==> src/imgproc_pkg.sv <==
`default_nettype none

package imgproc_pkg;

	localparam int NUM_CLASSES = 3;

	typedef logic [10:0] coord_t;                  // Pixel column or row
	typedef logic [8:0]  hue_t;                    // Degrees, 0 to 359
	typedef logic [7:0]  pct_t;                    // Percent, 0 to 100
	typedef logic [NUM_CLASSES-1:0] class_vec_t;   // Bit 0 red, 1 yellow, 2 blue
	typedef logic [31:0] msg_word_t;
	typedef logic [8:0]  fill_t;                   // FIFO fill level, up to 256 words

	typedef struct packed {
		logic [7:0] r;
		logic [7:0] g;
		logic [7:0] b;
	} rgb_t;

	typedef struct packed {
		rgb_t pix;
		logic sop;
		logic eop;
	} beat_t;

	typedef struct packed {
		hue_t hue;
		pct_t sat;
		pct_t val;
	} hsv_t;

	typedef struct packed {
		coord_t right;
		coord_t width;
	} box_t;

	typedef struct packed {
		box_t [NUM_CLASSES-1:0] cls;   // Indexed like class_vec_t
	} box_set_t;

	typedef enum logic [1:0] {CLASS_NONE, CLASS_RED, CLASS_YELLOW, CLASS_BLUE} class_e;

	typedef enum logic [2:0] {
		MSG_IDLE,
		MSG_ID_RED,
		MSG_BOX_RED,
		MSG_ID_YELLOW,
		MSG_BOX_YELLOW,
		MSG_ID_BLUE,
		MSG_BOX_BLUE
	} msg_state_e;

	//////////////////////////////////////////////////////////////////////
	// Box geometry and message IDs
	localparam coord_t BOX_PAD = 11'd5;   // Margin around the tracked run

	localparam msg_word_t ID_RED    = "R";
	localparam msg_word_t ID_YELLOW = "Y";
	localparam msg_word_t ID_BLUE   = "B";
	localparam msg_word_t BLOCK_ID  = 32'h1234EEE2;

	//////////////////////////////////////////////////////////////////////
	// Slave register map
	localparam logic [2:0] ADDR_STATUS = 3'd0;
	localparam logic [2:0] ADDR_MSG    = 3'd1;
	localparam logic [2:0] ADDR_ID     = 3'd2;
	localparam int FLUSH_BIT = 4;

	// HSV window per class
	typedef struct packed {
		hue_t hue_lo;
		hue_t hue_hi;
		pct_t sat_lo;
		pct_t sat_hi;
		pct_t val_lo;
		pct_t val_hi;
	} thresh_t;

	localparam thresh_t THRESH [NUM_CLASSES] = '{
		'{9'd6,   9'd24,  8'd69, 8'd94,  8'd39, 8'd73},   // Red
		'{9'd41,  9'd62,  8'd53, 8'd77,  8'd46, 8'd93},   // Yellow
		'{9'd199, 9'd240, 8'd35, 8'd100, 8'd16, 8'd47}    // Blue
	};

	localparam rgb_t CLASS_COLOUR [NUM_CLASSES] = '{24'hff0000, 24'hffff00, 24'h0000ff};

endpackage

`default_nettype wire

==> src/frame_tracker.sv <==
`default_nettype none

module frame_tracker #(
	parameter int image_w = 640,
	parameter int image_h = 480
) (
	input  logic                     clk,
	input  logic                     reset_n,
	input  imgproc_pkg::beat_t       beat,
	input  logic                     fire,
	input  imgproc_pkg::class_vec_t  grouped,
	output imgproc_pkg::coord_t      x,
	output imgproc_pkg::coord_t      y,
	output logic                     is_video,
	output logic                     frame_end,
	output imgproc_pkg::box_set_t    boxes,
	output imgproc_pkg::class_vec_t  edge_hit
);
	import imgproc_pkg::*;

	coord_t [NUM_CLASSES-1:0] x_min;
	coord_t [NUM_CLASSES-1:0] x_max;
	coord_t [NUM_CLASSES-1:0] min_nx;
	coord_t [NUM_CLASSES-1:0] max_nx;
	coord_t [NUM_CLASSES-1:0] left;   // Left edge column for the overlay
	logic pix_fire;

	assign pix_fire  = fire & ~beat.sop & is_video;
	assign frame_end = pix_fire & beat.eop;

	//////////////////////////////////////////////////////////////////////
	// Pixel coordinates and packet type
	always_ff @(posedge clk) begin
		if (!reset_n) begin
			x <= '0;
			y <= '0;
			is_video <= 1'b0;
		end else if (fire) begin
			if (beat.sop) begin
				x <= '0;
				y <= '0;
				is_video <= (beat.pix.b[3:0] == 4'h0);   // Packet type 0 is video
			end else if (x == coord_t'(image_w - 1)) begin
				x <= '0;
				y <= (y == coord_t'(image_h - 1)) ? '0 : y + 1'b1;
			end else begin
				x <= x + 1'b1;
			end
		end
	end

	//////////////////////////////////////////////////////////////////////
	// Horizontal extent per class, including the current pixel
	always_comb begin
		for (int i = 0; i < NUM_CLASSES; i++) begin
			min_nx[i] = x_min[i];
			max_nx[i] = x_max[i];
			if (pix_fire && grouped[i]) begin
				if (x < x_min[i])
					min_nx[i] = x;
				if (x > x_max[i])
					max_nx[i] = x;
			end
		end
	end

	always_ff @(posedge clk) begin
		if (!reset_n || (fire && beat.sop)) begin
			for (int i = 0; i < NUM_CLASSES; i++) begin
				x_min[i] <= coord_t'(image_w - 1);
				x_max[i] <= '0;
			end
		end else begin
			x_min <= min_nx;
			x_max <= max_nx;
		end
	end

	// Latched at end of frame, drawn during the next one
	always_ff @(posedge clk) begin
		if (!reset_n) begin
			for (int i = 0; i < NUM_CLASSES; i++) begin
				boxes.cls[i].right <= '1;   // Off screen until the first frame
				boxes.cls[i].width <= '0;
				left[i] <= '1;
			end
		end else if (frame_end) begin
			for (int i = 0; i < NUM_CLASSES; i++) begin
				boxes.cls[i].right <= max_nx[i];
				boxes.cls[i].width <= max_nx[i] - min_nx[i] + BOX_PAD;
				left[i] <= min_nx[i] - BOX_PAD;
			end
		end
	end

	always_comb begin
		for (int i = 0; i < NUM_CLASSES; i++)
			edge_hit[i] = (x == left[i]) || (x == boxes.cls[i].right);
	end

endmodule

`default_nettype wire

==> config.mk <==
export PLATFORM = sky130hd
export DESIGN_NAME = frame_tracker
export DESIGN_NICKNAME = d
export VERILOG_FILES = /design/src/imgproc_pkg.sv /design/src/frame_tracker.sv
export SDC_FILE = /design/constraint.sdc
export NUM_CORES = 1
export LEC_CHECK = 0
export BUFFER_PORTS_ARGS = -buffer_cell sky130_fd_sc_hd__buf_4
export CAP_MARGIN = 20
export CELL_PAD_IN_SITES_DETAIL_PLACEMENT = 0
export CELL_PAD_IN_SITES_GLOBAL_PLACEMENT = 1
export CORE_MARGIN = 2
export CORE_UTILIZATION = 39
export DETAILED_ROUTE_END_ITERATION = 10
export PLACE_DENSITY_LB_ADDON = 0.2
export SLEW_MARGIN = 20
export SYNTH_ARGS = -nofsm -noshare
export SYNTH_HDL_FRONTEND = slang
export SYNTH_SLANG_ARGS = --single-unit
==> constraint.sdc <==
create_clock -name clk -period 7 [get_ports clk]
set_input_delay 0.7 -clock clk [delete_from_list [all_inputs] [get_ports clk]]
set_output_delay 0.7 -clock clk [all_outputs]
set_load 0.005 [all_outputs]
# After elaboration in Yosys (flattened, before gate mapping)
# Cells that the tools add are included.
# op_classes
n_eq_ne	8
muxes	17
n_div	0
n_lt_le_gt_ge	6
shifts	0
multipliers	0
addsub	11
n_reduce_logical	13
bitwise_logic	4
# op_table
cell	count
$mux 11	17
$eq 11x11->1	6
$add 11x3->11 const B	3
$gt 11x11->1	3
$lt 11x11->1	3
$sub 11x11->11	3
$sub 11x3->11 const B	3
$add 11x1->11 const B	2
$eq 11x10->1 const B	1
$eq 11x9->1 const B	1
$logic_and 1x1->1	4
$logic_not 4->1	1
$logic_or 1x1->1	4
$reduce_and 2->1	2
$and 1x1->1	3
$reduce_bool 2->1	1
$logic_not 1->1	1
$not 1->1	1
# totals
latch_bits	0
ram_bits	0
ff_bits	188
mem_count	0
output_inout_bits	93
mem_bits_ro	0
input_bits	32

# Longest topological paths before layout
# logic_depth
word_depth	7
mapped_depth	24
depth_no_buf	22

# Worst setup path before layout
# OpenSTA, ideal clock, no wires.
# synth_path
path_type	flip-flop to flip-flop
startpoint	register x[10]
endpoint	register boxes[32] (netlist bit)
setup_time_ns	0.119
setup_slack_ns	2.420
path_stages_with_launch	20
t_arrival_ns	4.461
period_less_slack_ns	4.580
cell_sequence	dfxtp_1 > ha_1 > nand4_1 > nor2_1 > a2111o_1 > a21oi_2 > buf_6 > mux2i_2 > inv_1 > ha_1 > inv_1 > ha_1 > a21o_1 > a2111o_1 > a21o_1 > a21oi_1 > o21ai_0 > or3_1 > a21oi_1 > nor3_1
# synth_rtl
item	line	rtl
start: declaration	frame_tracker.sv:12	output imgproc_pkg::coord_t x,
start signal: assignment	frame_tracker.sv:47	x <= x + 1'b1;
end: declaration	frame_tracker.sv:16	output imgproc_pkg::box_set_t boxes,

# Worst setup path in the final report
# layout_path
startpoint	register x[9]
endpoint	register boxes[32] (netlist bit)
# layout_via
elab_chain_len	5
elab_cells_between_ends	8
classes_between	add/sub (2); order compare (2); mux (4)
# layout_rtl
item	line	rtl
$gt 11x11->1 / $lt 11x11->1 (equally long branches)	frame_tracker.sv:61, frame_tracker.sv:59	
$mux 11, on equally long branches	frame_tracker.sv:61, frame_tracker.sv:59	
$mux 11	frame_tracker.sv:58	if (pix_fire && grouped[i]) begin
$sub 11x11->11 (*)	frame_tracker.sv:90	boxes.cls[i].width <= max_nx[i] - min_nx[i] + BOX_PAD;
$add 11x3->11 (*)	frame_tracker.sv:90	
# Every way passes the cells marked *; elsewhere a longest branch is shown, timed or not.
# A chain may end at the register's enable or synchronous reset.

==> run metrics <==
post-synth top area share 33.4%; most frequent cells in the layout dfxtp_1 (188), nand2_1 (171), buf_4 (133), ha_1 (125), inv_1 (109); fraction of layout cells with a size suffix above 1 13.2%; Starting Density 39.4%; share of synthesized registers carrying an async set or reset 0%; Critical Path Start x[9]; Syn Inst Count 1,329; initial antenna violation count 0; FF/Latch Area 0.00376 mm2; WHS 0.454 ns; initial drt markers 534; vias in the first global route 8,825; final setup vio count 0; Non-Filler Instances 1,812; number of buffers created by CTS 17; EDFF count, synth 0; core area 0.0285 mm2; Layout area overhead 15.8%; final worst-path cycle share 78.0%; Skew-Pair Late Insertion Delay 0.44 ns; via count 9,216; Hold Path Class register to register; pin count of the biggest net entering global routing 95; fin worst setup slack 1.54 ns; CP Launch Type register; CP Max Fanout 11; result of the run complete, no violations; Clock Sinks 188; Max Clock Skew 0.0115 ns; clk slew on worst S/H paths 0.08 ns; Inst Count DP 1,780; area of the multi-input gates 0.00682 mm2; CP Capture Type register; fillers 2,909; Post-CTS Setup Inserts 0; Worst Path Required 7.33 ns; Avg WL per Cell 17.7 um; die area 0.0302 mm2; post-synth top area cell dfxtp_1; leakage 0.00620 uW; GRT Residual Overflow 0; YS warnings 0; Max-cap violations 0; clock buffer depth 2; Rel. slew slack 36.4%; commonest non-fill, non-tap cell in the layout dfxtp_1; synthesized cell area 0.0113 mm2; FF+latch count, synth 188; H-tree levels 4; critical setup path kind register to register; pwr dens 160 mW/mm2; global-route usage over all layers 21.6%; Port Buffer Count 104; hold_buf cts 0; PostCTS Resize Cnt 0; CTS tree built; RSZ-0062 raised after global routing no; syn avg cell area 8.47 um2; I/O pin total 125; Max Clock Freq 183 MHz; number of remaining DRC errors 0; synth unique cells 63; Min Clock Period, post-route 5.46 ns; Synth Flop Type dfxtp_1; sequential share of the synthesized area 33.4%; Slew @ Worst Pin 0.953 ns; FP Rows 62; Synth area leaders dfxtp_1 (33%), ha_1 (14%), xor2_1 (6.8%); Antenna diodes 0; launch point of the worst hold path boxes[6]; Final nets 1,575; drt pass-1 iters 7; remaining antenna violation count after routing 0; Die X 174 um; Post-Place Setup Slack 1.22 ns; global-route wire length before repair 50,900 um; fin. max-slew vios 0; routability congestion estimate 0.827; Worst EP arrival 5.79 ns; setup TNS 0 ns; Mapped Nets 1,489; worst reg2reg startpoint x[9]; drt total wl 32,100 um; Fin. Hold Viols 0; maximum vdd drop 0.138 mV; vias per std cell 5.09; Die Y 174 um; Detailed Place HPWL 23,200 um; Root Driver clkbuf_16
## worst paths after layout
kind / slack [ns] / endpoint / cells after the start
worst max register to register: 1.54 / boxes[32] / 17
worst min register to register: 0.45 / boxes[6] / 2
worst max-delay path: 1.54 / boxes[32] / 17
worst min-delay path: 0.45 / boxes[6] / 2
## kinds of logic (layout without fill, tap and decap cells)
logic type      count (synthesis)  in the layout  share of synthesized area, %
flops                         188            188                          33.4
simple gates                  391            391                          15.4
compound gates                249            249                          14.2
buf+inv                       177            276                          6.11
fa+ha+maj                     128            128                          14.4
mux                            67             67                          6.26
xor+xnor                      129            129                          10.2
## flip-flops by register name, indices dropped and copies added (netlist names)
signal	flops
boxes	66
left	33
x_max	33
x_min	33
x	11
y	11
is_video	1
## worst max-delay path, cell delays in order, from the launching register on
cell and delay (ns):
dfxtp_1 0.68, ha_1 0.36, a21oi_1 0.14, nand2_1 0.07, a2111o_1 0.41, a21oi_2 0.52
buf_4 0.29, mux2i_1 0.39, ha_1 0.33, ha_1 0.36, and3_1 0.17, a2111o_1 0.44
a21o_1 0.20, a21oi_1 0.25, o21ai_0 0.19, or3_1 0.33, a21oi_1 0.14, nor3_1 0.07
## metrics by stage
stage | util, % | total power, uW | cell area [um2]
after floorplan | - | 1130 | 11300
after global placement | 43.7 | 1160 | 12500
after detailed placement | 43.7 | 1160 | 12500
after CTS | 45.7 | 2120 | 13000
after global routing | 45.7 | 2160 | 13000
final | 45.7 | 2090 | 13000
## power by group
part	total, uW	internal (uW)	switching, uW
clock	953	497	456
sequential	1070	1070	3.27
combinational	62.9	18.5	44.4
## synth_stat cells (11+ instances only)
cell type / instances
dfxtp_1: 188
nand2_1: 172
ha_1: 125
inv_1: 109
nor2_1: 105
a21oi_1: 88
xor2_1: 88
mux2i_1: 57
o211ai_1: 53
clkbuf_1: 45
xnor2_1: 40
nand3_1: 39
o21ai_0: 38
nor4_1: 15
buf_1: 14
a21o_1: 13
nand4_1: 13
nor3_1: 11
## metal layers
layer / part of all wire [%] / wire length, um / global-route usage [%]
met5: 0 / 0 / 0
met2: 42 / 13300 / 31.9
met1: 53 / 17100 / 33.4
met4: 0.99 / 316 / 4.27
met3: 4.1 / 1330 / 2.56
## area by class of cell
cell class / instances / area share, %
tap: 384 / 3.68
timing repair buffer: 133 / 7.66
clock inverter: 14 / 1.03
multi-input combinational: 964 / 52.3
clock buffer: 18 / 3.29
inverter: 111 / 3.20
sequential: 188 / 28.9
No activity file was read; power rests on OpenSTA's default activity.
