<file path="src/imgproc_pkg.sv">
`default_nettype none

package imgproc_pkg;

	localparam int NUM_CLASSES = 3;

	typedef logic [10:0] coord_t;                  // Pixel column or row
	typedef logic [8:0]  hue_t;                    // Degrees, 0 to 359
	typedef logic [7:0]  pct_t;                    // Percent, 0 to 100
	typedef logic [NUM_CLASSES-1:0] class_vec_t;   // Bit 0 red, 1 yellow, 2 blue
	typedef logic [31:0] msg_word_t;
	typedef logic [8:0]  fill_t;                   // FIFO fill level, up to 256 words

	typedef struct packed {
		logic [7:0] r;
		logic [7:0] g;
		logic [7:0] b;
	} rgb_t;

	typedef struct packed {
		rgb_t pix;
		logic sop;
		logic eop;
	} beat_t;

	typedef struct packed {
		hue_t hue;
		pct_t sat;
		pct_t val;
	} hsv_t;

	typedef struct packed {
		coord_t right;
		coord_t width;
	} box_t;

	typedef struct packed {
		box_t [NUM_CLASSES-1:0] cls;   // Indexed like class_vec_t
	} box_set_t;

	typedef enum logic [1:0] {CLASS_NONE, CLASS_RED, CLASS_YELLOW, CLASS_BLUE} class_e;

	typedef enum logic [2:0] {
		MSG_IDLE,
		MSG_ID_RED,
		MSG_BOX_RED,
		MSG_ID_YELLOW,
		MSG_BOX_YELLOW,
		MSG_ID_BLUE,
		MSG_BOX_BLUE
	} msg_state_e;

	//////////////////////////////////////////////////////////////////////
	// Box geometry and message IDs
	localparam coord_t BOX_PAD = 11'd5;   // Margin around the tracked run

	localparam msg_word_t ID_RED    = "R";
	localparam msg_word_t ID_YELLOW = "Y";
	localparam msg_word_t ID_BLUE   = "B";
	localparam msg_word_t BLOCK_ID  = 32'h1234EEE2;

	//////////////////////////////////////////////////////////////////////
	// Slave register map
	localparam logic [2:0] ADDR_STATUS = 3'd0;
	localparam logic [2:0] ADDR_MSG    = 3'd1;
	localparam logic [2:0] ADDR_ID     = 3'd2;
	localparam int FLUSH_BIT = 4;

	// HSV window per class
	typedef struct packed {
		hue_t hue_lo;
		hue_t hue_hi;
		pct_t sat_lo;
		pct_t sat_hi;
		pct_t val_lo;
		pct_t val_hi;
	} thresh_t;

	localparam thresh_t THRESH [NUM_CLASSES] = '{
		'{9'd6,   9'd24,  8'd69, 8'd94,  8'd39, 8'd73},   // Red
		'{9'd41,  9'd62,  8'd53, 8'd77,  8'd46, 8'd93},   // Yellow
		'{9'd199, 9'd240, 8'd35, 8'd100, 8'd16, 8'd47}    // Blue
	};

	localparam rgb_t CLASS_COLOUR [NUM_CLASSES] = '{24'hff0000, 24'hffff00, 24'h0000ff};

endpackage

`default_nettype wire

</file>
<file path="src/msg_writer.sv">
`default_nettype none

module msg_writer #(
	parameter int msg_interval = 6,
	parameter int fifo_depth   = 256
) (
	input  logic                    clk,
	input  logic                    reset_n,
	input  logic                    frame_end,
	input  imgproc_pkg::box_set_t   boxes,
	input  imgproc_pkg::fill_t      fifo_count,
	output logic                    wr_en,
	output imgproc_pkg::msg_word_t  wr_data
);
	import imgproc_pkg::*;

	localparam int CNT_W     = $clog2(msg_interval + 1);
	localparam int BURST_LEN = 2 * NUM_CLASSES;   // ID and box word per class

	msg_state_e state;
	msg_state_e state_nx;
	logic [CNT_W-1:0] frame_cnt;   // Frames left until the next burst
	logic room;

	function automatic msg_word_t box_word(input box_t b);
		return {5'b0, b.right, 5'b0, b.width};
	endfunction

	assign room  = (int'(fifo_count) + BURST_LEN) <= fifo_depth;
	assign wr_en = (state != MSG_IDLE);

	always_ff @(posedge clk) begin
		if (!reset_n) begin
			state <= MSG_IDLE;
			frame_cnt <= '0;
		end else begin
			state <= state_nx;
			if (frame_end) begin
				if (frame_cnt == '0 && room && state == MSG_IDLE) begin
					state <= MSG_ID_RED;
					frame_cnt <= CNT_W'(msg_interval - 1);
				end else if (frame_cnt != '0) begin
					frame_cnt <= frame_cnt - 1'b1;   // Holds at zero while the FIFO is full
				end
			end
		end
	end

	always_comb begin
		state_nx = MSG_IDLE;
		wr_data = '0;
		case (state)
			MSG_ID_RED:     begin state_nx = MSG_BOX_RED;    wr_data = ID_RED; end
			MSG_BOX_RED:    begin state_nx = MSG_ID_YELLOW;  wr_data = box_word(boxes.cls[0]); end
			MSG_ID_YELLOW:  begin state_nx = MSG_BOX_YELLOW; wr_data = ID_YELLOW; end
			MSG_BOX_YELLOW: begin state_nx = MSG_ID_BLUE;    wr_data = box_word(boxes.cls[1]); end
			MSG_ID_BLUE:    begin state_nx = MSG_BOX_BLUE;   wr_data = ID_BLUE; end
			MSG_BOX_BLUE:   begin state_nx = MSG_IDLE;       wr_data = box_word(boxes.cls[2]); end
			default:        state_nx = MSG_IDLE;
		endcase
	end

	// Room check at burst start covers all six words
	no_write_when_full: assert property (@(posedge clk) disable iff (!reset_n)
		wr_en |-> fifo_count != fill_t'(fifo_depth));

endmodule

`default_nettype wire

</file>
<file path="config.mk">
export PLATFORM = sky130hd
export DESIGN_NAME = msg_writer
export DESIGN_NICKNAME = d
export VERILOG_FILES = /design/src/imgproc_pkg.sv /design/src/msg_writer.sv
export SDC_FILE = /design/constraint.sdc
export NUM_CORES = 1
export LEC_CHECK = 0
export ABC_AREA = 1
export BUFFER_PORTS_ARGS = -buffer_cell sky130_fd_sc_hd__buf_2
export CAP_MARGIN = 20
export CORE_UTILIZATION = 34
export CTS_CLUSTER_DIAMETER = 80
export DETAILED_ROUTE_END_ITERATION = 10
export PLACE_DENSITY = 0.81
export RECOVER_POWER = 50
export SETUP_SLACK_MARGIN = 0.3
export SKIP_LAST_GASP = 1
export SLEW_MARGIN = 15
export SYNTH_ARGS = -nofsm -noshare
export SYNTH_HDL_FRONTEND = slang
export SYNTH_SLANG_ARGS = --single-unit
</file>
<file path="constraint.sdc">
create_clock -name clk -period 1.91 [get_ports clk]
set_clock_uncertainty 0.1 [all_clocks]
set_input_delay 0.191 -clock clk [delete_from_list [all_inputs] [get_ports clk]]
set_output_delay 0.191 -clock clk [all_outputs]
set_load 0.05 [all_outputs]
</file>
; Yosys cells after proc, flatten, opt, wreduce, memory -nomap -nowiden
; Index checks and enable logic that the tools add are counted.
[totals]
ff_bits = 6
latchBits = 0
mem_bits_rw = 0
romBits = 0
in_bits = 78
output_inout_bits = 33
wordCells = 25
mem_count = 0
[classes]
addsub = 2
multipliers = 0
div_mod_pow = 0
order_cmp = 1
eq_ne = 6
n_shift = 0
mux = 6
bitwise_logic = 0
n_reduce_logical = 8
[op_table]
columns = operator, n
row1 = $pmux 27 s6, 1
row2 = $pmux 3 s5, 1
row3 = $mux 3, 4
row4 = $add 9x3->10 const B, 1
row5 = $le 10x9->1 const B, 1
row6 = $eq 3x3->1 const B, 3
row7 = $eq 3x2->1 const B, 2
row8 = $logic_not 3->1, 2
row9 = $reduce_bool 3->1, 2
row10 = $eq 3x1->1 const B, 1
row11 = $sub 3x1->3 const B, 1
row12 = $logic_and 1x1->1, 2
row13 = $reduce_and 2->1, 1
row14 = $reduce_bool 2->1, 1

; Logic depth before layout (Yosys ltp)
[logic_depth]
ltp_word = 6
ltp_mapped = 11
depth_no_buf = 11

; Least setup slack after synthesis
; OpenSTA, ideal clock, no wires.
[synth_path]
kind = register -> output
start = register state[0]
end = output wr_data[4]
arrival_time_ns = 1.302
t_required_ns = 1.619
setup_slack_ns = 0.317
path_stages_with_launch = 7
path_buffers = 1
path_cell_list = dfxtp_1 inv_1 nand2_1 nor2_4 buf_6 nand2_1 o2111ai_1
[synth_via]
elab_chain_cells = 2
word_cells_on_any_way = 7
classes_between = eq/ne (6) / mux (1)
[synth_lines]
columns = element, line_no
row1 = start: declaration, msg_writer.sv:20  ; msg_state_e state;
row2 = start signal: assignment, msg_writer.sv:37  ; state <= state_nx;
row3 = $eq 3x3->1 (tied with other cells), msg_writer.sv:52  ; case (state)
row4 = $pmux 27 s6 *, msg_writer.sv:52
row5 = end: declaration, msg_writer.sv:13  ; output imgproc_pkg::msg_word_t wr_data
; Every way passes the cells marked *; elsewhere a longest branch is shown, timed or not.

; Worst setup path in the final report
[layout_path]
start = register state[2]
end = output wr_data[3]
; Same word-level chain as after synthesis.

==> summary.json <==
{
  "final-seq-area_sq_um": 131.4,
  "detail_route.wirelength_microns": 6142,
  "largest_cells_by_area_after_synthesis": "sky130_fd_sc_hd__nand2_1, sky130_fd_sc_hd__dfxtp_1, sky130_fd_sc_hd__nand3_1, sky130_fd_sc_hd__buf_4, sky130_fd_sc_hd__inv_1",
  "vdd_drop_max_mv": 0.5508,
  "insertedDiodeCount": 0,
  "grt_pass1_wl_microns": 5830,
  "synthesis.yosys.warnings": 0,
  "postLayoutCellArea_sq_um": 2158,
  "final.min_clock_period_ps": 1837,
  "die_height_microns": 55.82,
  "final_cell_count_no_fill": 337,
  "yosysMostFrequentCell": "sky130_fd_sc_hd__nand2_1",
  "cts_tree": "yes",
  "finalNetCount": 390,
  "area_growth_pct": 119.2,
  "power.total_mw": 0.7769,
  "dp_hpwl_microns": 2556,
  "layout-drive-gt1-share_pct": 58.17,
  "row_count": 19,
  "finalHoldViolCount": 0,
  "avgSynthCellArea_sq_um": 5.440,
  "drt-initial-drc-count": 217,
  "track_usage_pct": 22.87,
  "fill_cells": 181,
  "clock_insertion_delay_worst_skew_ps": 240,
  "timing.hold.worst.class": "in2reg",
  "dominantRegCellSynth": "sky130_fd_sc_hd__dfxtp_1",
  "critPathArrivalTime_ps": 1550,
  "worst_slew_margin_rel_pct": 61.07,
  "die-area_sq_um": 3115,
  "pin_count_of_the_biggest_net_entering_global_routing": 20,
  "num_io_pins": 111,
  "grt_pass1_vias": 1452,
  "cts.sinks": 6,
  "cts.clk_slew.worst_paths_ps": 50,
  "seq_area_frac_synth_pct": 12.20,
  "synthCells": 181,
  "route.antenna.remaining_nets": 0,
  "cts-root-to-sink-buffers": 2,
  "maxCapViolations": 0,
  "worst_setup_path_start_kind": "flip-flop",
  "post_synth_num_cell_types": 22,
  "fmax_mhz": 544.3,
  "final-max-slew-violation-count": 0,
  "cts-buffers-inserted": 3,
  "synth_top_cell_by_area": "sky130_fd_sc_hd__nand2_1",
  "dp_cells": 309,
  "grt_antenna_before_repair": 0,
  "fp.dieW_microns": 55.82,
  "leakage_nw": 1.276,
  "worst-slew-pin-transition_ps": 586.5,
  "multi_input_area_sq_um": 847.1,
  "total_of_endpoints_with_negative_setup_slack_in_the_final_report": 0,
  "rsz0062_at_grt": "true",
  "area_share_of_the_largest_cell_type_after_synthesis_pct": 30.11,
  "synthTopCellsByCount": "sky130_fd_sc_hd__nand2_1, sky130_fd_sc_hd__nand3_1, sky130_fd_sc_hd__inv_1",
  "cp_data_required_time_ps": 1620,
  "run_status": "complete, no violations",
  "yosys_register_bits": 6,
  "htree_depth": 1,
  "critical_path.max_fanout": 5,
  "post-route-drc-count": 0,
  "post_synth_instance_area_sq_um": 984.7,
  "worstSetupPathType": "reg2out",
  "root_buffer": "sky130_fd_sc_hd__clkbuf_4",
  "floorplan.initialDensity_pct": 35.71,
  "avgRoutedWirePerCell_microns": 18.23,
  "rd_place_congestion": 0.8474,
  "final.period_utilization_pct": 96.19,
  "core-area_sq_um": 2758,
  "cellPowerDensity_nw_per_um2": 359.9,
  "async_flop_share_pct": 0,
  "detail_route.vias_per_cell": 5.484,
  "dr.pass1.iters": 5,
  "number_of_enable_type_register_cells_in_the_synthesized_netlist": 0,
  "crit_path_end_kind": "output port",
  "dr_total_vias": 1848,
  "grt-ovfl-total": 0,
  "timing.setup.tns_ps": 0,
  "dpl-instance-area_sq_um": 1478,
  "io_buffer_count": 100
}
[sequential cells by signal, summed over array words and instances (netlist names)]
| register | flops |
|---|---|
| frame_cnt | 3 |
| state | 3 |
[repair_timing]
action / in CTS / in global routing
pin swaps: 5 / 24
gates cloned: 2 / 3
hold buffers: 0 / 0
gates resized for setup: 52 / 75
buffers inserted: 9 / 11
setup endpoints to repair: 23 / 23
[where the power goes]
part	internal [mW]	total, mW	switching, mW
logic	0.203	0.489	0.286
clock network	0.0708	0.112	0.0412
registers	0.158	0.176	0.0182
[per-stage QoR]
stage | hold WS (ps) | util (%) | worst slack, ps
4_1_cts | 111.1 | 63.43 | 221.0
3_3_place_gp | 358.3 | 53.58 | 318.8
3_5_place_dp | 358.9 | 53.58 | 261.9
6_report | 107.5 | 78.27 | 72.79
5_1_grt | 122.1 | 78.27 | 39.47
2_1_floorplan | 216.8 | - | 317.3
[layout make-up]
| type | count | share of cell area [%] |
|---|---|---|
| clock buffer | 3 | 1.043 |
| timing repair buffer | 129 | 47.88 |
| multi-input combinational | 146 | 39.25 |
| tap | 31 | 1.797 |
| sequential | 6 | 6.087 |
| inverter | 22 | 3.942 |
[routing by layer]
metal | part of all wire [%] | vias up | track usage, %
met5 | 0 | - | 0
met4 | 8.4 | 0 | 6.969
met3 | 11 | 46 | 6.744
met2 | 48 | 171 | 44.75
met1 | 33 | 835 | 22.97
li1 | - | 796 | -
[final timing paths]
kind                     start           end  slack (ps)  cells after the start
setup / recovery      state[2]    wr_data[3]          70                      7
hold / removal         reset_n  frame_cnt[2]         110                      3
setup reg to reg  frame_cnt[0]  frame_cnt[1]         270                      7
hold reg to reg   frame_cnt[1]  frame_cnt[1]         390                      2
[layout by cell type (no fill, tap or decap), types with 2 or more instances in the layout]
| cell | n |
|---|---|
| sky130_fd_sc_hd__nand2_2 | 13 |
| sky130_fd_sc_hd__buf_6 | 13 |
| sky130_fd_sc_hd__buf_2 | 78 |
| sky130_fd_sc_hd__nand2_1 | 62 |
| sky130_fd_sc_hd__nand3_1 | 8 |
| sky130_fd_sc_hd__buf_4 | 14 |
| sky130_fd_sc_hd__o21ai_0 | 2 |
| sky130_fd_sc_hd__buf_8 | 16 |
| sky130_fd_sc_hd__a21oi_1 | 4 |
| sky130_fd_sc_hd__dfxtp_1 | 3 |
| sky130_fd_sc_hd__inv_2 | 2 |
| sky130_fd_sc_hd__buf_12 | 2 |
| sky130_fd_sc_hd__conb_1 | 10 |
| sky130_fd_sc_hd__nand2_4 | 6 |
| sky130_fd_sc_hd__dfxtp_4 | 3 |
| sky130_fd_sc_hd__ha_1 | 4 |
| sky130_fd_sc_hd__nor2_4 | 3 |
| sky130_fd_sc_hd__clkbuf_16 | 3 |
| sky130_fd_sc_hd__nor2_1 | 7 |
| sky130_fd_sc_hd__clkbuf_4 | 3 |
| sky130_fd_sc_hd__nand4_1 | 5 |
| sky130_fd_sc_hd__inv_1 | 19 |
| sky130_fd_sc_hd__nand3_2 | 15 |
[cell families (layout without fill, tap and decap cells)]
logic type,after synthesis,after routing,share of synthesized area (%)
xor+xnor,1,1,0.8896
other cells,1,10,0.3808
compound gates,8,8,4.575
flops,6,6,12.20
fa+ha+maj,4,4,5.083
buf+inv,38,154,22.11
simple gates,123,123,54.77
[worst max-delay path, stage by stage (launching register included)]
cell and delay, ps:
sky130_fd_sc_hd__dfxtp_4 360, sky130_fd_sc_hd__buf_6 120, sky130_fd_sc_hd__nor2_4 180, sky130_fd_sc_hd__buf_6 140, sky130_fd_sc_hd__buf_12 110, sky130_fd_sc_hd__nand2_1 90
sky130_fd_sc_hd__nand4_1 120, sky130_fd_sc_hd__buf_6 180
(Power assumes the default switching activity.)
