## config.mk

```make
export PLATFORM = sky130hd
export DESIGN_NAME = stream_reg
export DESIGN_NICKNAME = d
export VERILOG_FILES = /design/src/imgproc_pkg.sv /design/src/stream_reg.sv
export SDC_FILE = /design/constraint.sdc
export NUM_CORES = 1
export LEC_CHECK = 0
export BUFFER_PORTS_ARGS = -buffer_cell sky130_fd_sc_hd__buf_2
export CAP_MARGIN = 5
export CORE_MARGIN = 4
export CORE_UTILIZATION = 30
export DETAILED_ROUTE_END_ITERATION = 10
export HOLD_SLACK_MARGIN = 0.12
export PLACE_DENSITY = 0.71
export REMOVE_ABC_BUFFERS = 1
export SKIP_CTS_REPAIR_TIMING = 1
export SYNTH_ARGS = -nofsm -noshare
export SYNTH_HDL_FRONTEND = slang
export SYNTH_SLANG_ARGS = --single-unit
```

## constraint.sdc

```tcl
create_clock -name clk -period 1.41 [get_ports clk]
set_input_delay 0.141 -clock clk [delete_from_list [all_inputs] [get_ports clk]]
set_output_delay 0.141 -clock clk [all_outputs]
set_load 0.02 [all_outputs]
```

## src/imgproc_pkg.sv

```systemverilog
`default_nettype none

package imgproc_pkg;

	localparam int NUM_CLASSES = 3;

	typedef logic [10:0] coord_t;                  // Pixel column or row
	typedef logic [8:0]  hue_t;                    // Degrees, 0 to 359
	typedef logic [7:0]  pct_t;                    // Percent, 0 to 100
	typedef logic [NUM_CLASSES-1:0] class_vec_t;   // Bit 0 red, 1 yellow, 2 blue
	typedef logic [31:0] msg_word_t;
	typedef logic [8:0]  fill_t;                   // FIFO fill level, up to 256 words

	typedef struct packed {
		logic [7:0] r;
		logic [7:0] g;
		logic [7:0] b;
	} rgb_t;

	typedef struct packed {
		rgb_t pix;
		logic sop;
		logic eop;
	} beat_t;

	typedef struct packed {
		hue_t hue;
		pct_t sat;
		pct_t val;
	} hsv_t;

	typedef struct packed {
		coord_t right;
		coord_t width;
	} box_t;

	typedef struct packed {
		box_t [NUM_CLASSES-1:0] cls;   // Indexed like class_vec_t
	} box_set_t;

	typedef enum logic [1:0] {CLASS_NONE, CLASS_RED, CLASS_YELLOW, CLASS_BLUE} class_e;

	typedef enum logic [2:0] {
		MSG_IDLE,
		MSG_ID_RED,
		MSG_BOX_RED,
		MSG_ID_YELLOW,
		MSG_BOX_YELLOW,
		MSG_ID_BLUE,
		MSG_BOX_BLUE
	} msg_state_e;

	//////////////////////////////////////////////////////////////////////
	// Box geometry and message IDs
	localparam coord_t BOX_PAD = 11'd5;   // Margin around the tracked run

	localparam msg_word_t ID_RED    = "R";
	localparam msg_word_t ID_YELLOW = "Y";
	localparam msg_word_t ID_BLUE   = "B";
	localparam msg_word_t BLOCK_ID  = 32'h1234EEE2;

	//////////////////////////////////////////////////////////////////////
	// Slave register map
	localparam logic [2:0] ADDR_STATUS = 3'd0;
	localparam logic [2:0] ADDR_MSG    = 3'd1;
	localparam logic [2:0] ADDR_ID     = 3'd2;
	localparam int FLUSH_BIT = 4;

	// HSV window per class
	typedef struct packed {
		hue_t hue_lo;
		hue_t hue_hi;
		pct_t sat_lo;
		pct_t sat_hi;
		pct_t val_lo;
		pct_t val_hi;
	} thresh_t;

	localparam thresh_t THRESH [NUM_CLASSES] = '{
		'{9'd6,   9'd24,  8'd69, 8'd94,  8'd39, 8'd73},   // Red
		'{9'd41,  9'd62,  8'd53, 8'd77,  8'd46, 8'd93},   // Yellow
		'{9'd199, 9'd240, 8'd35, 8'd100, 8'd16, 8'd47}    // Blue
	};

	localparam rgb_t CLASS_COLOUR [NUM_CLASSES] = '{24'hff0000, 24'hffff00, 24'h0000ff};

endpackage

`default_nettype wire

```

## src/stream_reg.sv

```systemverilog
`default_nettype none

module stream_reg (
	input  logic                clk,
	input  logic                reset_n,
	input  logic                in_valid,
	output logic                in_ready,
	input  imgproc_pkg::beat_t  in_beat,
	output logic                out_valid,
	input  logic                out_ready,
	output imgproc_pkg::beat_t  out_beat
);
	import imgproc_pkg::*;

	logic full;   // Holding a beat
	beat_t data;

	// Take a new beat when empty or when the held one leaves now
	assign in_ready  = ~full | out_ready;
	assign out_valid = full;
	assign out_beat  = data;

	always_ff @(posedge clk) begin
		if (!reset_n)
			full <= 1'b0;
		else if (in_ready)
			full <= in_valid;
	end

	always_ff @(posedge clk) begin
		if (in_valid && in_ready)
			data <= in_beat;
	end

	// A stalled beat is held until the consumer takes it
	held_beat_stable: assert property (@(posedge clk) disable iff (!reset_n)
		out_valid && !out_ready |=> out_valid && $stable(out_beat));

endmodule

`default_nettype wire

```

* After elaboration in Yosys (flattened, before gate mapping)
Cells that the tools add are included.
** Word-level totals
- Bits in registers :: 27
- Input port bits :: 30
- Output and inout port bits :: 28
- Logic and storage cells :: 9
** Operators by class
- Bitwise operators :: 2
- Reduce and logical (&&, ||, !) cells :: 1
** Operator list (number)
- $logic_and A1 B1 Y1 :: 1
- $not A1 Y1 :: 1
- $or A1 B1 Y1 :: 1

* Depth between registers and ports, before layout
Gate-level depths: netlist (run 1).
- Depth in word-level cells :: 3
- Depth in mapped cells :: 2
- Gate-level depth less buffers :: 2

* Worst setup path before layout (run 1)
No wires, ideal clock.
- Kind :: flip-flop to flip-flop
- Start :: register full (netlist: out_valid)
- End :: register data (netlist bit out_beat[0]), enable pin
- Library setup time :: 0.329 ns
- Data arrival time :: 0.836 ns
- Required time :: 1.081 ns
- Path slack :: 0.245 ns
- Stages on the path, launching flop included :: 3
- Buffers on the path :: 0
- Period minus slack after synthesis :: 1.165 ns
- Cells stage by stage :: dfxtp_1 > nand2b_4 > and2_4
** On the way
- Longest elaborated chain between the ends :: 3
** Ends and longest elaborated chain
- start, declared :: line stream_reg.sv:15 : logic full;
- start signal, assigned :: line stream_reg.sv:27 : full <= in_valid;
- $not A1 Y1 :: line stream_reg.sv:19 : assign in_ready = ~full | out_ready;
- $or A1 B1 Y1 :: line stream_reg.sv:19
- via in_ready :: line stream_reg.sv:7 : output logic in_ready,
- $logic_and A1 B1 Y1 :: line stream_reg.sv:31 : if (in_valid && in_ready)
- end signal, assigned :: line stream_reg.sv:32 : data <= in_beat;
- end, declared :: line stream_reg.sv:16 : beat_t data;
The timed path passes the listed nets, and every way through them passes these cells.
A chain may end at the register's enable or synchronous reset.

* Final worst setup path (run 1)
- Start :: input port reset_n
- End :: register full (netlist: out_valid)
** RTL lines
- start, declared :: line stream_reg.sv:5 : input logic reset_n,
No word-level cell between the ends.

==> flow_metrics.tcl, run 1 <==
set metrics [dict create \
    status "finished clean" \
    vias 620 \
    place_ws_ns 0.309 \
    io-pin-count 58 \
    power.density_mw_per_mm2 1020 \
    whs_ns 0.366 \
    min_period_ns 1.27 \
    min_to "out_beat[8]" \
    core.rowCount 18 \
    ys_seq_elements 27 \
    finalClockSkew_ns 0.00324 \
    reg2reg_to "out_valid" \
    wl_per_cell_um 12.7 \
    netlist_area_sq_um 838 \
    synth_edf_count 26 \
    design_area_sq_mm 0.00147 \
    yosys-top-cells-area "edfxtp_1, dfxtp_1, nand2b_4" \
    rr_startpoint "out_valid" \
    worstMarginPinSlew_ns 0.331 \
    cp-end-kind "flip-flop" \
    min_path_type "in -> reg" \
    rsz0062_at_grt "no" \
    fmax_ghz 0.789 \
    clock-sinks 27 \
    worstPathMaxFanout 1 \
    die_h_um 60.9 \
    final_util_pct 57.2 \
    grt_max_degree 27 \
    coreArea_sq_mm 0.00257 \
    p_leak_nw 0.637 \
    portBuffers 57 \
    grt_pass1_vias 536 \
    fin_nets 151 \
    drv_cap 0 \
    yosysTopAreaCellShare_pct 93.1 \
    clockBufferDepth 2 \
    final_layout_size_suffix_gt1_share_pct 52.5 \
    synth-main-ff-cell "edfxtp_1" \
    htreeDepth 1 \
    syn_inst 31 \
    ys_async_sr_fraction_pct 0 \
    die_area_sq_mm 0.00370 \
    drtAntennaViolNets 0 \
    drt_iter0_drc 4 \
    cp.arrival_ns 1.48 \
    root_buffer "clkbuf_4" \
    min_path_cells 2 \
    syn_area_per_cell_sq_um 27.0 \
    area_growth_pct 75.1 \
    startpoint_type "input pin" \
    fin_crit_sh_pct 89.8 \
    drc 0 \
    clk_pin_slew_worst_paths_ns 0.13 \
    synth_top_area_cell "edfxtp_1" \
    finalPower_mw 1.49 \
    grt_pass1_wl_mm 2.22 \
    crit_type "in -> reg" \
    worst_hold_startpoint "in_valid" \
    tns_ns 0 \
    final_cells 150 \
    multi_input_area_sq_um 33.8 \
    reg2regPathDepth 3 \
    vias_per_cell 4.13 \
    antenna_found_initial 0 \
    peakVddDrop_mv 0.703 \
    required_ns 1.63 \
    place_congestion 0.631 \
    cts_tree "yes" \
    slew_viol_final 0 \
    hold_viol_final 0 \
    track_usage_pct 8.52 \
    overflow 0 \
    initial_utilization_pct 32.7 \
    ys_types 6 \
    cts_buffers 3 \
    ys_seq_area_share_pct 95.5 \
    fillCellCount 211 \
    slew_headroom_pct 77.9 \
    antenna_cells 0 \
    post-place-cells 118 \
    dpl_cell_area_sq_mm 0.00116 \
    die_width_um 60.9 \
    synth_most_common_cell "edfxtp_1" \
    synth_warnings 0 \
    reg2reg_slack_ns 0.20 \
    seq_area_sq_um 801 \
    wirelength_mm 1.91 \
    finalWorstSetupSlack_ns 0.143 \
    drt_pass1_iterations 2 \
    setup_viol 0 \
    insertion_delay_ns 0.31 \
]
sequential cells by signal, summed over array words and instances (netlist names):
name,count
out_beat,26
out_valid,1
cells in the final DEF (no fill, tap or decap):
master and n:
and2_4 1, a21boi_2 1, nand2b_4 1, dlygate4sd3_1 28, dfxtp_1 1, buf_2 57
clkbuf_4 3, edfxtp_1 26, clkbuf_1 1, inv_1 1
kinds of logic (layout without fill, tap and decap cells):
kind of cell,Yosys count,after routing,share of synthesized area [%]
flip-flops,27,27,95.5
AND/OR/NAND/NOR,2,2,2.69
AO/OA/AOI/OAI,1,1,1.34
buffers and inverters,1,90,0.447
worst max path at each step:
stage               startpoint      endpoint  slack (ns)  cells past startpoint
CTS                  out_valid  out_beat[10]        0.29                      2
finish                 reset_n     out_valid        0.14                      4
global route           reset_n     out_valid        0.15                      4
global placement     out_valid   out_beat[0]        0.33                      2
detailed placement   out_valid   out_beat[0]        0.31                      2
floorplan            out_valid   out_beat[0]        0.24                      2
cell type report:
class | instances | area share [%]
multi-input combinational | 3 | 2.30
tap | 30 | 2.56
inverter | 1 | 0.256
sequential | 27 | 54.6
timing repair buffer | 85 | 38.5
clock buffer | 4 | 1.79
routing by layer:
layer,track usage (%),wire [um],up-vias
li1,-,-,297
met1,8.42,672,280
met2,14.0,924,41
met3,4.26,300,2
met4,5.57,15,0
met5,0,0,-
critical path, cell delays in order:
cell and delay (ns):
dlygate4sd3_1 0.54, buf_2 0.12, a21boi_2 0.14, dlygate4sd3_1 0.55
report_power, final:
| part | switching (mW) | internal (mW) | total (mW) | leakage, nW |
|---|---|---|---|---|
| Clock | 0.208 | 0.110 | 0.318 | 0.0150 |
| Combinational | 0.116 | 0.115 | 0.231 | 0.363 |
| Sequential | 0.0112 | 0.933 | 0.945 | 0.260 |
| Total | 0.335 | 1.16 | 1.49 | 0.637 |
Power figures use the tool's default switching activity.
==> inputs of run 2 (changes only) <==
--- a/config.mk
+++ b/config.mk
@@ -6,12 +6,11 @@
 export NUM_CORES = 1
 export LEC_CHECK = 0
 export BUFFER_PORTS_ARGS = -buffer_cell sky130_fd_sc_hd__buf_2
-export CAP_MARGIN = 5
 export CORE_MARGIN = 4
-export CORE_UTILIZATION = 30
+export CORE_UTILIZATION = 39
 export DETAILED_ROUTE_END_ITERATION = 10
 export HOLD_SLACK_MARGIN = 0.12
-export PLACE_DENSITY = 0.71
+export PLACE_DENSITY = 0.86
 export REMOVE_ABC_BUFFERS = 1
 export SKIP_CTS_REPAIR_TIMING = 1
 export SYNTH_ARGS = -nofsm -noshare
==> run 2 against run 1 <==
Against the previous run:
- core utilization grew 16 points
- clock power shrank 3%
- worst hold slack lost 0.011 ns
- die area shrank 20%
- cell count shrank 2.0%
- critical path depth is the same
- final area shrank 0.17%
- largest power group unchanged
==> flow_metrics.tcl, run 2 (synthesized netlist as in run 1, its figures left out) <==
set metrics [dict create \
    overflow 0 \
    root_buffer "clkbuf_4" \
    endpoint "out_valid" \
    drv_cap 0 \
    whs_ns 0.355 \
    die_width_um 54.4 \
    rsz0062_at_grt "no" \
    finalClockSkew_ns 0.0106 \
    cp_num_cells 4 \
    wl_per_cell_um 14.8 \
    slew_headroom_pct 78.6 \
    path_cells "dlygate4sd3_1 -> buf_2 -> a21boi_2 -> dlygate4sd3_1" \
    reg2reg_to "out_valid" \
    reg2regPathDepth 3 \
    drt_pass1_iterations 2 \
    crit_type "in -> reg" \
    vias_per_cell 4.29 \
    startpoint_type "input pin" \
    portBuffers 57 \
    cpPeakStageDelay_ns 0.54 \
    hold_viol_final 0 \
    clock-sinks 27 \
    grt_pass1_wl_mm 1.94 \
    peakVddDrop_mv 0.635 \
    initial_utilization_pct 41.9 \
    vias 631 \
    power.density_mw_per_mm2 1020 \
    rr_startpoint "out_valid" \
    drtAntennaViolNets 0 \
    cp.arrival_ns 1.47 \
    cp-end-kind "flip-flop" \
    reg2reg_slack_ns 0.24 \
    cts_buffers 3 \
    critPathBufInv 3 \
    worst_path_most_repeated_cell "dlygate4sd3_1" \
    track_usage_pct 9.55 \
    grt_pass1_vias 458 \
    wirelength_mm 2.17 \
    place_congestion 0.575 \
    antenna_found_initial 0 \
    coreArea_sq_mm 0.00200 \
    p_leak_nw 0.640 \
    die_h_um 54.4 \
    io-pin-count 58 \
    cp_top_family "buffers and inverters" \
    setup_viol 0 \
    largest_reg_flops 26 \
    required_ns 1.61 \
    cp-startpoint "reset_n" \
    slew_viol_final 0 \
    fillCellCount 135 \
    tns_ns 0 \
    htreeDepth 1 \
    core.rowCount 16 \
    worstPathMaxFanout 1 \
    drc 0 \
    fin_crit_sh_pct 89.6 \
    cts_tree "yes" \
    layout_commonest_cell "buf_2" \
    final_cell_mix "buf_2, dlygate4sd3_1, edfxtp_1, clkbuf_4" \
    clk_pin_slew_worst_paths_ns 0.14 \
    die_area_sq_mm 0.00296 \
    insertion_delay_ns 0.31 \
    grt_max_degree 27 \
    drt_iter0_drc 2 \
    status "finished clean" \
    min_period_ns 1.26 \
    fin_nets 151 \
    final_layout_size_suffix_gt1_share_pct 53.3 \
    fmax_ghz 0.791 \
    area_growth_pct 74.8 \
    min_path_type "in -> reg" \
    worstMarginPinSlew_ns 0.320 \
    antenna_cells 0 \
    clockBufferDepth 2 \
    slowest_stage "dlygate4sd3_1" \
]
-- run 2: cell count changes in the layout (fill, tap and decap cells not counted) --
cell      change
clkbuf_1      -1
clkinv_2      +1
-- run 2: worst register-to-register path, stage by stage (launching register included) --
cell	delay (ns)
dfxtp_1	0.40
nand2b_4	0.07
a21boi_2	0.12
dlygate4sd3_1	0.54
-- run 2: where the power goes --
part / switching (mW) / internal, mW / leakage (nW)
registers: 0.0130 / 0.934 / 0.260
logic: 0.121 / 0.115 / 0.363
clock network: 0.203 / 0.106 / 0.0177
total: 0.336 / 1.15 / 0.640
-- run 2: worst min path at each step --
stage | slack, ns | depth (start not counted) | end | startpoint
3_3_place_gp | 0.32 | 1 | out_beat[13] | in_beat[13]
5_1_grt | 0.34 | 2 | out_beat[21] | in_valid
2_1_floorplan | 0.24 | 0 | out_beat[0] | in_beat[0]
3_5_place_dp | 0.32 | 1 | out_beat[19] | in_beat[19]
4_1_cts | -0.01 | 1 | out_beat[19] | in_beat[19]
6_report | 0.36 | 2 | out_beat[13] | in_valid
-- run 2: cell type report --
class / instances / area (sq um) / share of cell area, %
Tap cell: 27 / 33.8 / 2.31
Multi-Input combinational cell: 3 / 33.8 / 2.31
Inverter: 1 / 3.75 / 0.256
Clock inverter: 1 / 5.00 / 0.342
Sequential cell: 27 / 801 / 54.7
Clock buffer: 3 / 22.5 / 1.54
Timing Repair Buffer: 85 / 566 / 38.6
-- run 2: layer usage --
metal | wire length (um) | GRT usage [%] | vias up
met2 | 1180 | 17.1 | 41
met5 | 0 | 0 | -
li1 | - | - | 301
met3 | 205 | 3.81 | 0
met1 | 780 | 9.82 | 289
met4 | 0 | 3.73 | 0
-- run 2: per-stage QoR --
step	total power, mW	cells	setup slack (ns)	cell area, sq um	util (%)
finish	1.49	147	0.147	1470	73.2
global route	1.57	147	0.152	1470	73.2
CTS	1.43	119	0.294	1180	59.2
detailed placement	1.13	115	0.310	1160	57.8
global placement	1.13	115	0.345	1160	57.8
floorplan	1.05	31	0.245	838	-
