### src/imgproc_pkg.sv
`default_nettype none

package imgproc_pkg;

	localparam int NUM_CLASSES = 3;

	typedef logic [10:0] coord_t;                  // Pixel column or row
	typedef logic [8:0]  hue_t;                    // Degrees, 0 to 359
	typedef logic [7:0]  pct_t;                    // Percent, 0 to 100
	typedef logic [NUM_CLASSES-1:0] class_vec_t;   // Bit 0 red, 1 yellow, 2 blue
	typedef logic [31:0] msg_word_t;
	typedef logic [8:0]  fill_t;                   // FIFO fill level, up to 256 words

	typedef struct packed {
		logic [7:0] r;
		logic [7:0] g;
		logic [7:0] b;
	} rgb_t;

	typedef struct packed {
		rgb_t pix;
		logic sop;
		logic eop;
	} beat_t;

	typedef struct packed {
		hue_t hue;
		pct_t sat;
		pct_t val;
	} hsv_t;

	typedef struct packed {
		coord_t right;
		coord_t width;
	} box_t;

	typedef struct packed {
		box_t [NUM_CLASSES-1:0] cls;   // Indexed like class_vec_t
	} box_set_t;

	typedef enum logic [1:0] {CLASS_NONE, CLASS_RED, CLASS_YELLOW, CLASS_BLUE} class_e;

	typedef enum logic [2:0] {
		MSG_IDLE,
		MSG_ID_RED,
		MSG_BOX_RED,
		MSG_ID_YELLOW,
		MSG_BOX_YELLOW,
		MSG_ID_BLUE,
		MSG_BOX_BLUE
	} msg_state_e;

	//////////////////////////////////////////////////////////////////////
	// Box geometry and message IDs
	localparam coord_t BOX_PAD = 11'd5;   // Margin around the tracked run

	localparam msg_word_t ID_RED    = "R";
	localparam msg_word_t ID_YELLOW = "Y";
	localparam msg_word_t ID_BLUE   = "B";
	localparam msg_word_t BLOCK_ID  = 32'h1234EEE2;

	//////////////////////////////////////////////////////////////////////
	// Slave register map
	localparam logic [2:0] ADDR_STATUS = 3'd0;
	localparam logic [2:0] ADDR_MSG    = 3'd1;
	localparam logic [2:0] ADDR_ID     = 3'd2;
	localparam int FLUSH_BIT = 4;

	// HSV window per class
	typedef struct packed {
		hue_t hue_lo;
		hue_t hue_hi;
		pct_t sat_lo;
		pct_t sat_hi;
		pct_t val_lo;
		pct_t val_hi;
	} thresh_t;

	localparam thresh_t THRESH [NUM_CLASSES] = '{
		'{9'd6,   9'd24,  8'd69, 8'd94,  8'd39, 8'd73},   // Red
		'{9'd41,  9'd62,  8'd53, 8'd77,  8'd46, 8'd93},   // Yellow
		'{9'd199, 9'd240, 8'd35, 8'd100, 8'd16, 8'd47}    // Blue
	};

	localparam rgb_t CLASS_COLOUR [NUM_CLASSES] = '{24'hff0000, 24'hffff00, 24'h0000ff};

endpackage

`default_nettype wire

### src/mm_regs.sv
`default_nettype none

module mm_regs (
	input  logic                    clk,
	input  logic                    reset_n,
	input  logic                    chipselect,
	input  logic                    read,
	input  logic                    write,
	input  logic [2:0]              address,
	input  imgproc_pkg::msg_word_t  writedata,
	output imgproc_pkg::msg_word_t  readdata,
	input  imgproc_pkg::msg_word_t  fifo_data,
	input  imgproc_pkg::fill_t      fifo_count,
	input  logic                    fifo_empty,
	output logic                    fifo_rd,
	output logic                    flush
);
	import imgproc_pkg::*;

	logic rd_access;
	logic read_d;   // Read seen last cycle

	assign rd_access = chipselect & read;
	assign flush = chipselect & write & (address == ADDR_STATUS) & writedata[FLUSH_BIT];

	// One pop per read access, on its first cycle
	assign fifo_rd = rd_access & ~read_d & ~fifo_empty & (address == ADDR_MSG);

	always_ff @(posedge clk) begin
		if (!reset_n) begin
			readdata <= '0;
			read_d <= 1'b0;
		end else begin
			read_d <= rd_access;
			if (rd_access) begin
				case (address)
					ADDR_STATUS: readdata <= {16'b0, fifo_count[7:0], 8'b0};   // Flush reads as 0
					ADDR_MSG:    readdata <= fifo_data;
					ADDR_ID:     readdata <= BLOCK_ID;
					default:     readdata <= '0;
				endcase
			end
		end
	end

endmodule

`default_nettype wire

### config.mk
export PLATFORM = sky130hd
export DESIGN_NAME = mm_regs
export DESIGN_NICKNAME = d
export VERILOG_FILES = /design/src/imgproc_pkg.sv /design/src/mm_regs.sv
export SDC_FILE = /design/constraint.sdc
export NUM_CORES = 1
export LEC_CHECK = 0
export BUFFER_PORTS_ARGS = -buffer_cell sky130_fd_sc_hd__buf_2
export CORE_UTILIZATION = 35
export CTS_CLUSTER_SIZE = 10
export DETAILED_ROUTE_END_ITERATION = 8
export MAX_ROUTING_LAYER = met4
export PLACE_DENSITY = 0.76
export SLEW_MARGIN = 10
export SYNTH_ARGS = -nofsm -noshare
export SYNTH_HDL_FRONTEND = slang
export SYNTH_SLANG_ARGS = --single-unit
### constraint.sdc
create_clock -name clk -period 1.6 [get_ports clk]
set_clock_uncertainty 0.05 [all_clocks]
set_input_delay 0.32 -clock clk [delete_from_list [all_inputs] [get_ports clk]]
set_output_delay 0.32 -clock clk [all_outputs]
set_load 0.05 [all_outputs]
# [Word-level counts from Yosys, hierarchy flattened]
# Index checks and enable logic that the tools add are counted.
[classes] n_bitwise=9 reduce_logical=1 mux=1 n_eq_ne=2
[ops] op="case mux 32 bit (3 select lines)" n=1
[ops] op="bitwise AND 1 bit" n=7
[ops] op="== test 3 x 1 -> 1 bit, second input constant" n=1
[ops] op="== test 3 x 2 -> 1 bit, second input constant" n=1
[ops] op="logical NOT 3 bit" n=1
[ops] op="inverter 1 bit" n=2
[word_totals] elab_cells=15 reg_bits=33 out_inout_bits=34

# [Longest topological paths before layout]
# Gate-level depths: netlist (run 1).
[depth] depth_word=4 ltp_mapped=5 mapped_depth_nobuf=3

# [Worst setup path after synthesis (run 1)]
# OpenSTA, ideal clock, no wires.
[synth_timing] path_kind="input-to-output" startpoint="input address[0]" endpoint="output flush" path_stages=4 arrival_time_ps=1864 path_buffers=2 slack_ps=-634 path_cell_list="buf_6 -> clkbuf_1 -> nand4b_1 -> nor3_1"
[synth_via] elab_chain_len=3
[synth_lines] item="start: declaration" line_no="mm_regs.sv:9" rtl="input logic [2:0] address,"
[synth_lines] item="logical NOT 3 bit" line_no="mm_regs.sv:24" rtl="assign flush = chipselect & write & (address == ADDR_STATUS) & writedata[FLUSH_BIT];"
[synth_lines] item="bitwise AND 1 bit (2 in series)" line_no="mm_regs.sv:24"
[synth_lines] item="end: declaration" line_no="mm_regs.sv:16" rtl="output logic flush"
# No other way between the ends.

# [Worst setup path after layout (run 1)]
[layout_timing] startpoint="input address[0]" endpoint="output fifo_rd"
[layout_via] elab_chain_len=2
[layout_lines] item="== test 3 x 1 -> 1 bit" line_no="mm_regs.sv:27" rtl="assign fifo_rd = rd_access & ~read_d & ~fifo_empty & (address == ADDR_MSG);"
[layout_lines] item="bitwise AND 1 bit" line_no="mm_regs.sv:27"
[layout_lines] item="end: declaration" line_no="mm_regs.sv:15" rtl="output logic fifo_rd,"
# No other way between the ends.

==> flow_summary.yaml, run 1 <==
cts:
  cts.reportedPaths.clkPinSlew_ps: 60
  cts_tree: "built"
  postCtsSetupBuffers: 0
  cts_made_buffers: 5
  cts_sinks: 33
  h-tree-depth: 2
  root_buffer: "clkbuf_8"
  insertion_delay_ps: 270
  clk_path_buf_depth: 2
run:
  drv_cap: 0
timing:
  relSlewSlack_pct: 69.9
  rsz0062_at_grt: "no"
  hold_ws_ps: 234
  period_minus_slack_ps: 1520
  finalSetupViolations: 0
  worst_pin_slew_ps: 451
  slew_viol_final: 0
  setup_slack_ps: 76.5
  fin_setup_tns_ps: 0
  timing.fmax_ghz: 0.656
  finalHoldViolations: 0
  fin_crit_sh_pct: 95.2
logic_synthesis:
  yosysWarningCount: 0
  syn_avg_cell_area_um2: 8.54
  ys_ff_latch: 33
  ys_async_sr_fraction_pct: 0
  synthesis.nets: 245
  netlist.top_cell.by_area: "dfxtp_1"
  yosys-top-cells-area: "dfxtp_1, a21oi_1, nand2_1"
  synth_seq_area_share_pct: 47.4
  synth-main-ff-cell: "dfxtp_1"
  synth_area_mm2: 0.00139
  synth_cells: 163
  synth_edf_count: 0
  ys_types: 23
  synth_top_area_share_pct: 47.4
setup_path:
  worst-path-max-fanout: 5
  cp_slowest_cell: "nor3b_4"
  cp.arrival_ps: 1150
  required_ps: 1230
  path_cells: "buf_2 -> nor3b_4 -> nand2_4 -> nor3_4 -> buf_4"
  slowest_delay_ps: 250
  critPathBufInv: 2
  cp_top_family: "simple AND/OR/NAND/NOR gates"
  start_kind: "input port"
  cp-end-kind: "output pin"
  worstSetupPathType: "input port to output pin"
place:
  place.port_buffers: 83
  place_inst: 290
  dpl_cell_area_mm2: 0.00187
  dp_hpwl_mm: 2.45
  preCtsSetupSlack_ps: 9.34
  gp_congestion: 0.662
drt:
  drtAntennaViolNets: 0
  wl_mm: 3.45
  drt_first_pass_iters: 4
  post_drt_via_cell_ratio: 4.81
  wl_per_cell_um: 11.6
  drcViolationCount: 0
  vias: 1434
  drt_iter0_drc: 71
floorplanning:
  die-area_mm2: 0.00423
  start_util_pct: 37.2
  core-area_mm2: 0.00374
  die_w_um: 65.1
  chipHeight_um: 65.1
  ios: 116
  fp-row-count: 22
global_route:
  antenna_found_initial: 0
  grt_pass1_wl_mm: 5.68
  grt.overflow.total: 0
  grt_max_degree: 26
  grt_pass1_vias: 1339
  grt_util_all_layers_pct: 17.7
final_layout:
  area_delta_synth_final_pct: 42.0
  antenna_cells: 0
  postLayoutCellArea_mm2: 0.00198
  fin_nets: 331
  fillers: 390
  final_layout_size_suffix_gt1_share_pct: 42.8
  fin_cells: 298
power:
  leakagePower_uw: 0.000913
  powerDensity_mw_per_mm2: 925
  peakVddDrop_mv: 0.488
run_status:
  status: "completed"
min_path:
  hold_class: "input port to flop"
worst min-delay path, delay by kind of cell:
family | cells | cell delay, ps
compound gates | 1 | 50
buf+inv | 1 | 90
simple gates | 1 | 40
flip-flops by register name, summed over array words and instances (netlist names):
| signal | flops |
|---|---|
| readdata | 32 |
| read_d | 1 |
synthesized netlist by cell type (2+ instances only):
master and count:
a21oi_1 32, a22o_1 6, buf_2 7, buf_4 2, buf_6 3, dfxtp_1 33, mux2i_1 2, nand2_1 28
nand2b_1 6, nand3_1 15, nor2_2 2, nor3_1 7, o21ai_0 9, or4_1 2
path summary, 6_finish.rpt:
path | slack [ps] | start | cells after the start | end
worst max-delay path | 80 | address[0] | 5 | fifo_rd
worst min-delay path | 230 | fifo_data[25] | 3 | readdata[25]
worst max register to register | 890 | readdata[1] | 2 | readdata[1]
worst min register to register | 400 | readdata[12] | 2 | readdata[12]
cells by family (layout without fill, tap and decap cells):
logic type	count (synthesis)	in the layout	synth area share [%]
buf+inv	14	101	6.56
compound gates	48	48	20.5
flops	33	33	47.4
mux	2	2	1.44
simple gates	66	66	24.1
where the power goes:
group / total (uW) / switching, uW / internal, uW
Combinational: 302 / 195 / 107
Sequential: 858 / 11.6 / 846
Clock: 669 / 281 / 388
layout by cell type, fill, tap and decap left out, drive strengths merged:
| master | n |
|---|---|
| a2111oi | 1 |
| a21oi | 32 |
| nor3b | 2 |
| or4 | 2 |
| nor3 | 8 |
| mux2i | 2 |
| clkbuf | 7 |
| nand3 | 15 |
| buf | 92 |
| o21ai | 9 |
| clkinv | 1 |
| dfxtp | 33 |
| nand2 | 28 |
| nand2b | 6 |
| nor2 | 3 |
| a22o | 6 |
| inv | 1 |
| and2 | 1 |
| nand4b | 1 |
per-layer routing:
metal / vias to the layer above / share of wire (%) / track usage [%] / routed length (um)
li1: 741 / - / - / -
met1: 643 / 47 / 21.4 / 1620
met2: 48 / 46 / 28.6 / 1610
met3: 2 / 6.2 / 4.58 / 214
met4: 0 / 0.32 / 5.71 / 11
met5: - / 0 / - / 0
layout make-up:
cell class / count / area, um2 / area share (%)
Clock inverter: 1 / 5.00 / 0.253
Inverter: 1 / 3.75 / 0.190
Sequential cell: 33 / 661 / 33.4
Tap cell: 48 / 60.1 / 3.04
Clock buffer: 7 / 96.3 / 4.87
Multi-Input combinational cell: 116 / 666 / 33.7
Timing Repair Buffer: 92 / 485 / 24.6
what timing repair did:
| item | CTS | global route |
|---|---|---|
| gates resized for setup | 1 | 0 |
| endpoints found under the setup margin | 1 | 0 |
| hold buffers | 0 | 0 |
stage by stage:
step	util, %	total power [uW]
floorplan	-	1070
global placement	50.0	1180
detailed placement	50.0	1180
CTS	52.8	1850
global route	52.8	1910
finish	52.8	1830
Note: power is estimated with default switching activity, not from simulation.
==> inputs of run 2 (changes only) <==
PLACE_DENSITY = 0.74   (was 0.76)
clock period = 1.8 ns   (was 1.6 ns; I/O delays follow)
==> run 2 against run 1 <==
Compared with the run above: count of clock-buffer cells in the layout stayed put; register-to-register slack improved by 210 ps; utilization shrank 0.067 points; design area shrank 0.13%; via count rose by 0.56%; clock power decreased by 9.7%; worst hold slack gained 33 ps; total power down 11%; critical path type unchanged; critical endpoint unchanged.
==> flow_summary.yaml, run 2 (synthesis gave the netlist of run 1 again) <==
final_layout:
  largestRegisters: "readdata: 32 flops, read_d: 1 flops"
  fin_nets: 331
  antenna_cells: 0
  multi_input_area_um2: 666
  seq_area_um2: 661
  final_layout_size_suffix_gt1_share_pct: 42.8
  fin_cells: 298
  final_cell_mix: "buf_2, dfxtp_1, a21oi_1"
  layout_commonest_cell: "buf_2"
  postLayoutCellArea_mm2: 0.00197
  fillers: 391
  largest_register_ffs: 32
  area_delta_synth_final_pct: 41.8
  regMostFlops: "readdata"
timing:
  timing.fmax_ghz: 0.598
  slew_viol_final: 0
  rsz0062_at_grt: "no"
  fin_crit_sh_pct: 92.9
  finalSetupViolations: 0
  period_minus_slack_ps: 1670
  relSlewSlack_pct: 69.8
  finalHoldViolations: 0
  worst_pin_slew_ps: 454
floorplanning:
  core-area_mm2: 0.00374
  die-area_mm2: 0.00423
  chipHeight_um: 65.1
  start_util_pct: 37.2
  ios: 116
  fp-row-count: 22
  die_w_um: 65.1
setup_path:
  cp_slowest_cell: "buf_2"
  cpMostUsedCell: "buf_2"
  startpoint: "address[0]"
  rrSetupSlack_ps: 1100
  worst-path-max-fanout: 5
  worstRegToRegCells: 2
  start_kind: "input port"
  crit_path_end: "fifo_rd"
  cp_top_family: "simple AND/OR/NAND/NOR gates"
  cp-end-kind: "output pin"
  required_ps: 1390
  worstSetupPathType: "input port to output pin"
  cp.arrival_ps: 1260
  r2r_start: "readdata[25]"
  reg2reg_to: "readdata[25]"
  path_cells: "buf_2 -> nor3b_4 -> nand2_4 -> nor3_4 -> buf_2"
  worstSetupPathDepth: 5
  slowest_delay_ps: 280
  critPathBufInv: 2
cts:
  cts-resized-gates: 0
  cts.reportedPaths.clkPinSlew_ps: 70
  insertion_delay_ps: 270
  clk_path_buf_depth: 2
  h-tree-depth: 2
  postCtsSetupBuffers: 0
  cts_sinks: 33
  cts_made_buffers: 5
  ctsHoldBuffers: 0
  root_buffer: "clkbuf_8"
  cts_tree: "built"
global_route:
  grt_max_degree: 26
  grt.overflow.total: 0
  grt_util_all_layers_pct: 18.9
  grt_pass1_vias: 1396
  antenna_found_initial: 0
  grt_pass1_wl_mm: 6.04
place:
  place.port_buffers: 83
  place_inst: 290
  dpl_cell_area_mm2: 0.00187
  gp_congestion: 0.662
  dp_hpwl_mm: 2.45
drt:
  drt_iter0_drc: 86
  drtAntennaViolNets: 0
  wl_per_cell_um: 11.7
  drt_first_pass_iters: 4
  wl_mm: 3.50
  post_drt_via_cell_ratio: 4.84
  vias: 1442
  drcViolationCount: 0
run_status:
  status: "completed"
power:
  powerDensity_mw_per_mm2: 828
  p_total_uw: 1640
  leakagePower_uw: 0.000913
  peakVddDrop_mv: 0.423
min_path:
  hold_class: "input port to flop"
run:
  drv_cap: 0
==> run 2: per-layer routing <==
| layer | GRT usage (%) | part of all wire [%] | up-vias |
|---|---|---|---|
| met3 | 5.81 | 7.3 | 2 |
| met5 | - | 0 | - |
| met4 | 5.71 | 0.51 | 0 |
| met1 | 22.3 | 47 | 647 |
| li1 | - | - | 741 |
| met2 | 30.9 | 45 | 52 |
==> run 2: how the worst min path moves through the flow <==
| stage | endpoint | start | cells past startpoint |
|---|---|---|---|
| 2_1_floorplan | readdata[18] | fifo_data[18] | 2 |
| 3_3_place_gp | readdata[22] | readdata[22] | 2 |
| 3_5_place_dp | readdata[30] | readdata[30] | 2 |
| 4_1_cts | readdata[21] | fifo_data[21] | 3 |
| 5_1_grt | readdata[6] | fifo_data[6] | 3 |
| 6_report | readdata[21] | fifo_data[21] | 3 |
==> run 2: metrics by stage <==
step                worst slack, ps  setup TNS (ps)  hold WS, ps  util [%]
finish                          128               0          267      52.7
global route                   49.6               0          268      52.7
CTS                             116               0          257      52.7
detailed placement              121               0          393      50.0
global placement                123               0          389      50.0
floorplan                     -60.2           -60.2          448         -
==> run 2: power breakdown <==
| group | internal (uW) | total, uW | switching (uW) |
|---|---|---|---|
| Sequential | 752 | 762 | 9.61 |
| Clock | 345 | 604 | 258 |
| Combinational | 94.7 | 270 | 175 |
| Total | 1190 | 1640 | 443 |
==> run 2: worst register-to-register path: stages (launching register included) <==
cell and delay [ps]:
dfxtp_1 310, o21ai_0 170, a21oi_1 50
==> run 2: area by class of cell <==
cell class | instances | share of cell area (%)
Clock inverter | 1 | 0.253
Clock buffer | 7 | 4.88
Multi-Input combinational cell | 116 | 33.7
Tap cell | 48 | 3.04
Timing Repair Buffer | 92 | 24.5
Inverter | 1 | 0.190
Sequential cell | 33 | 33.5
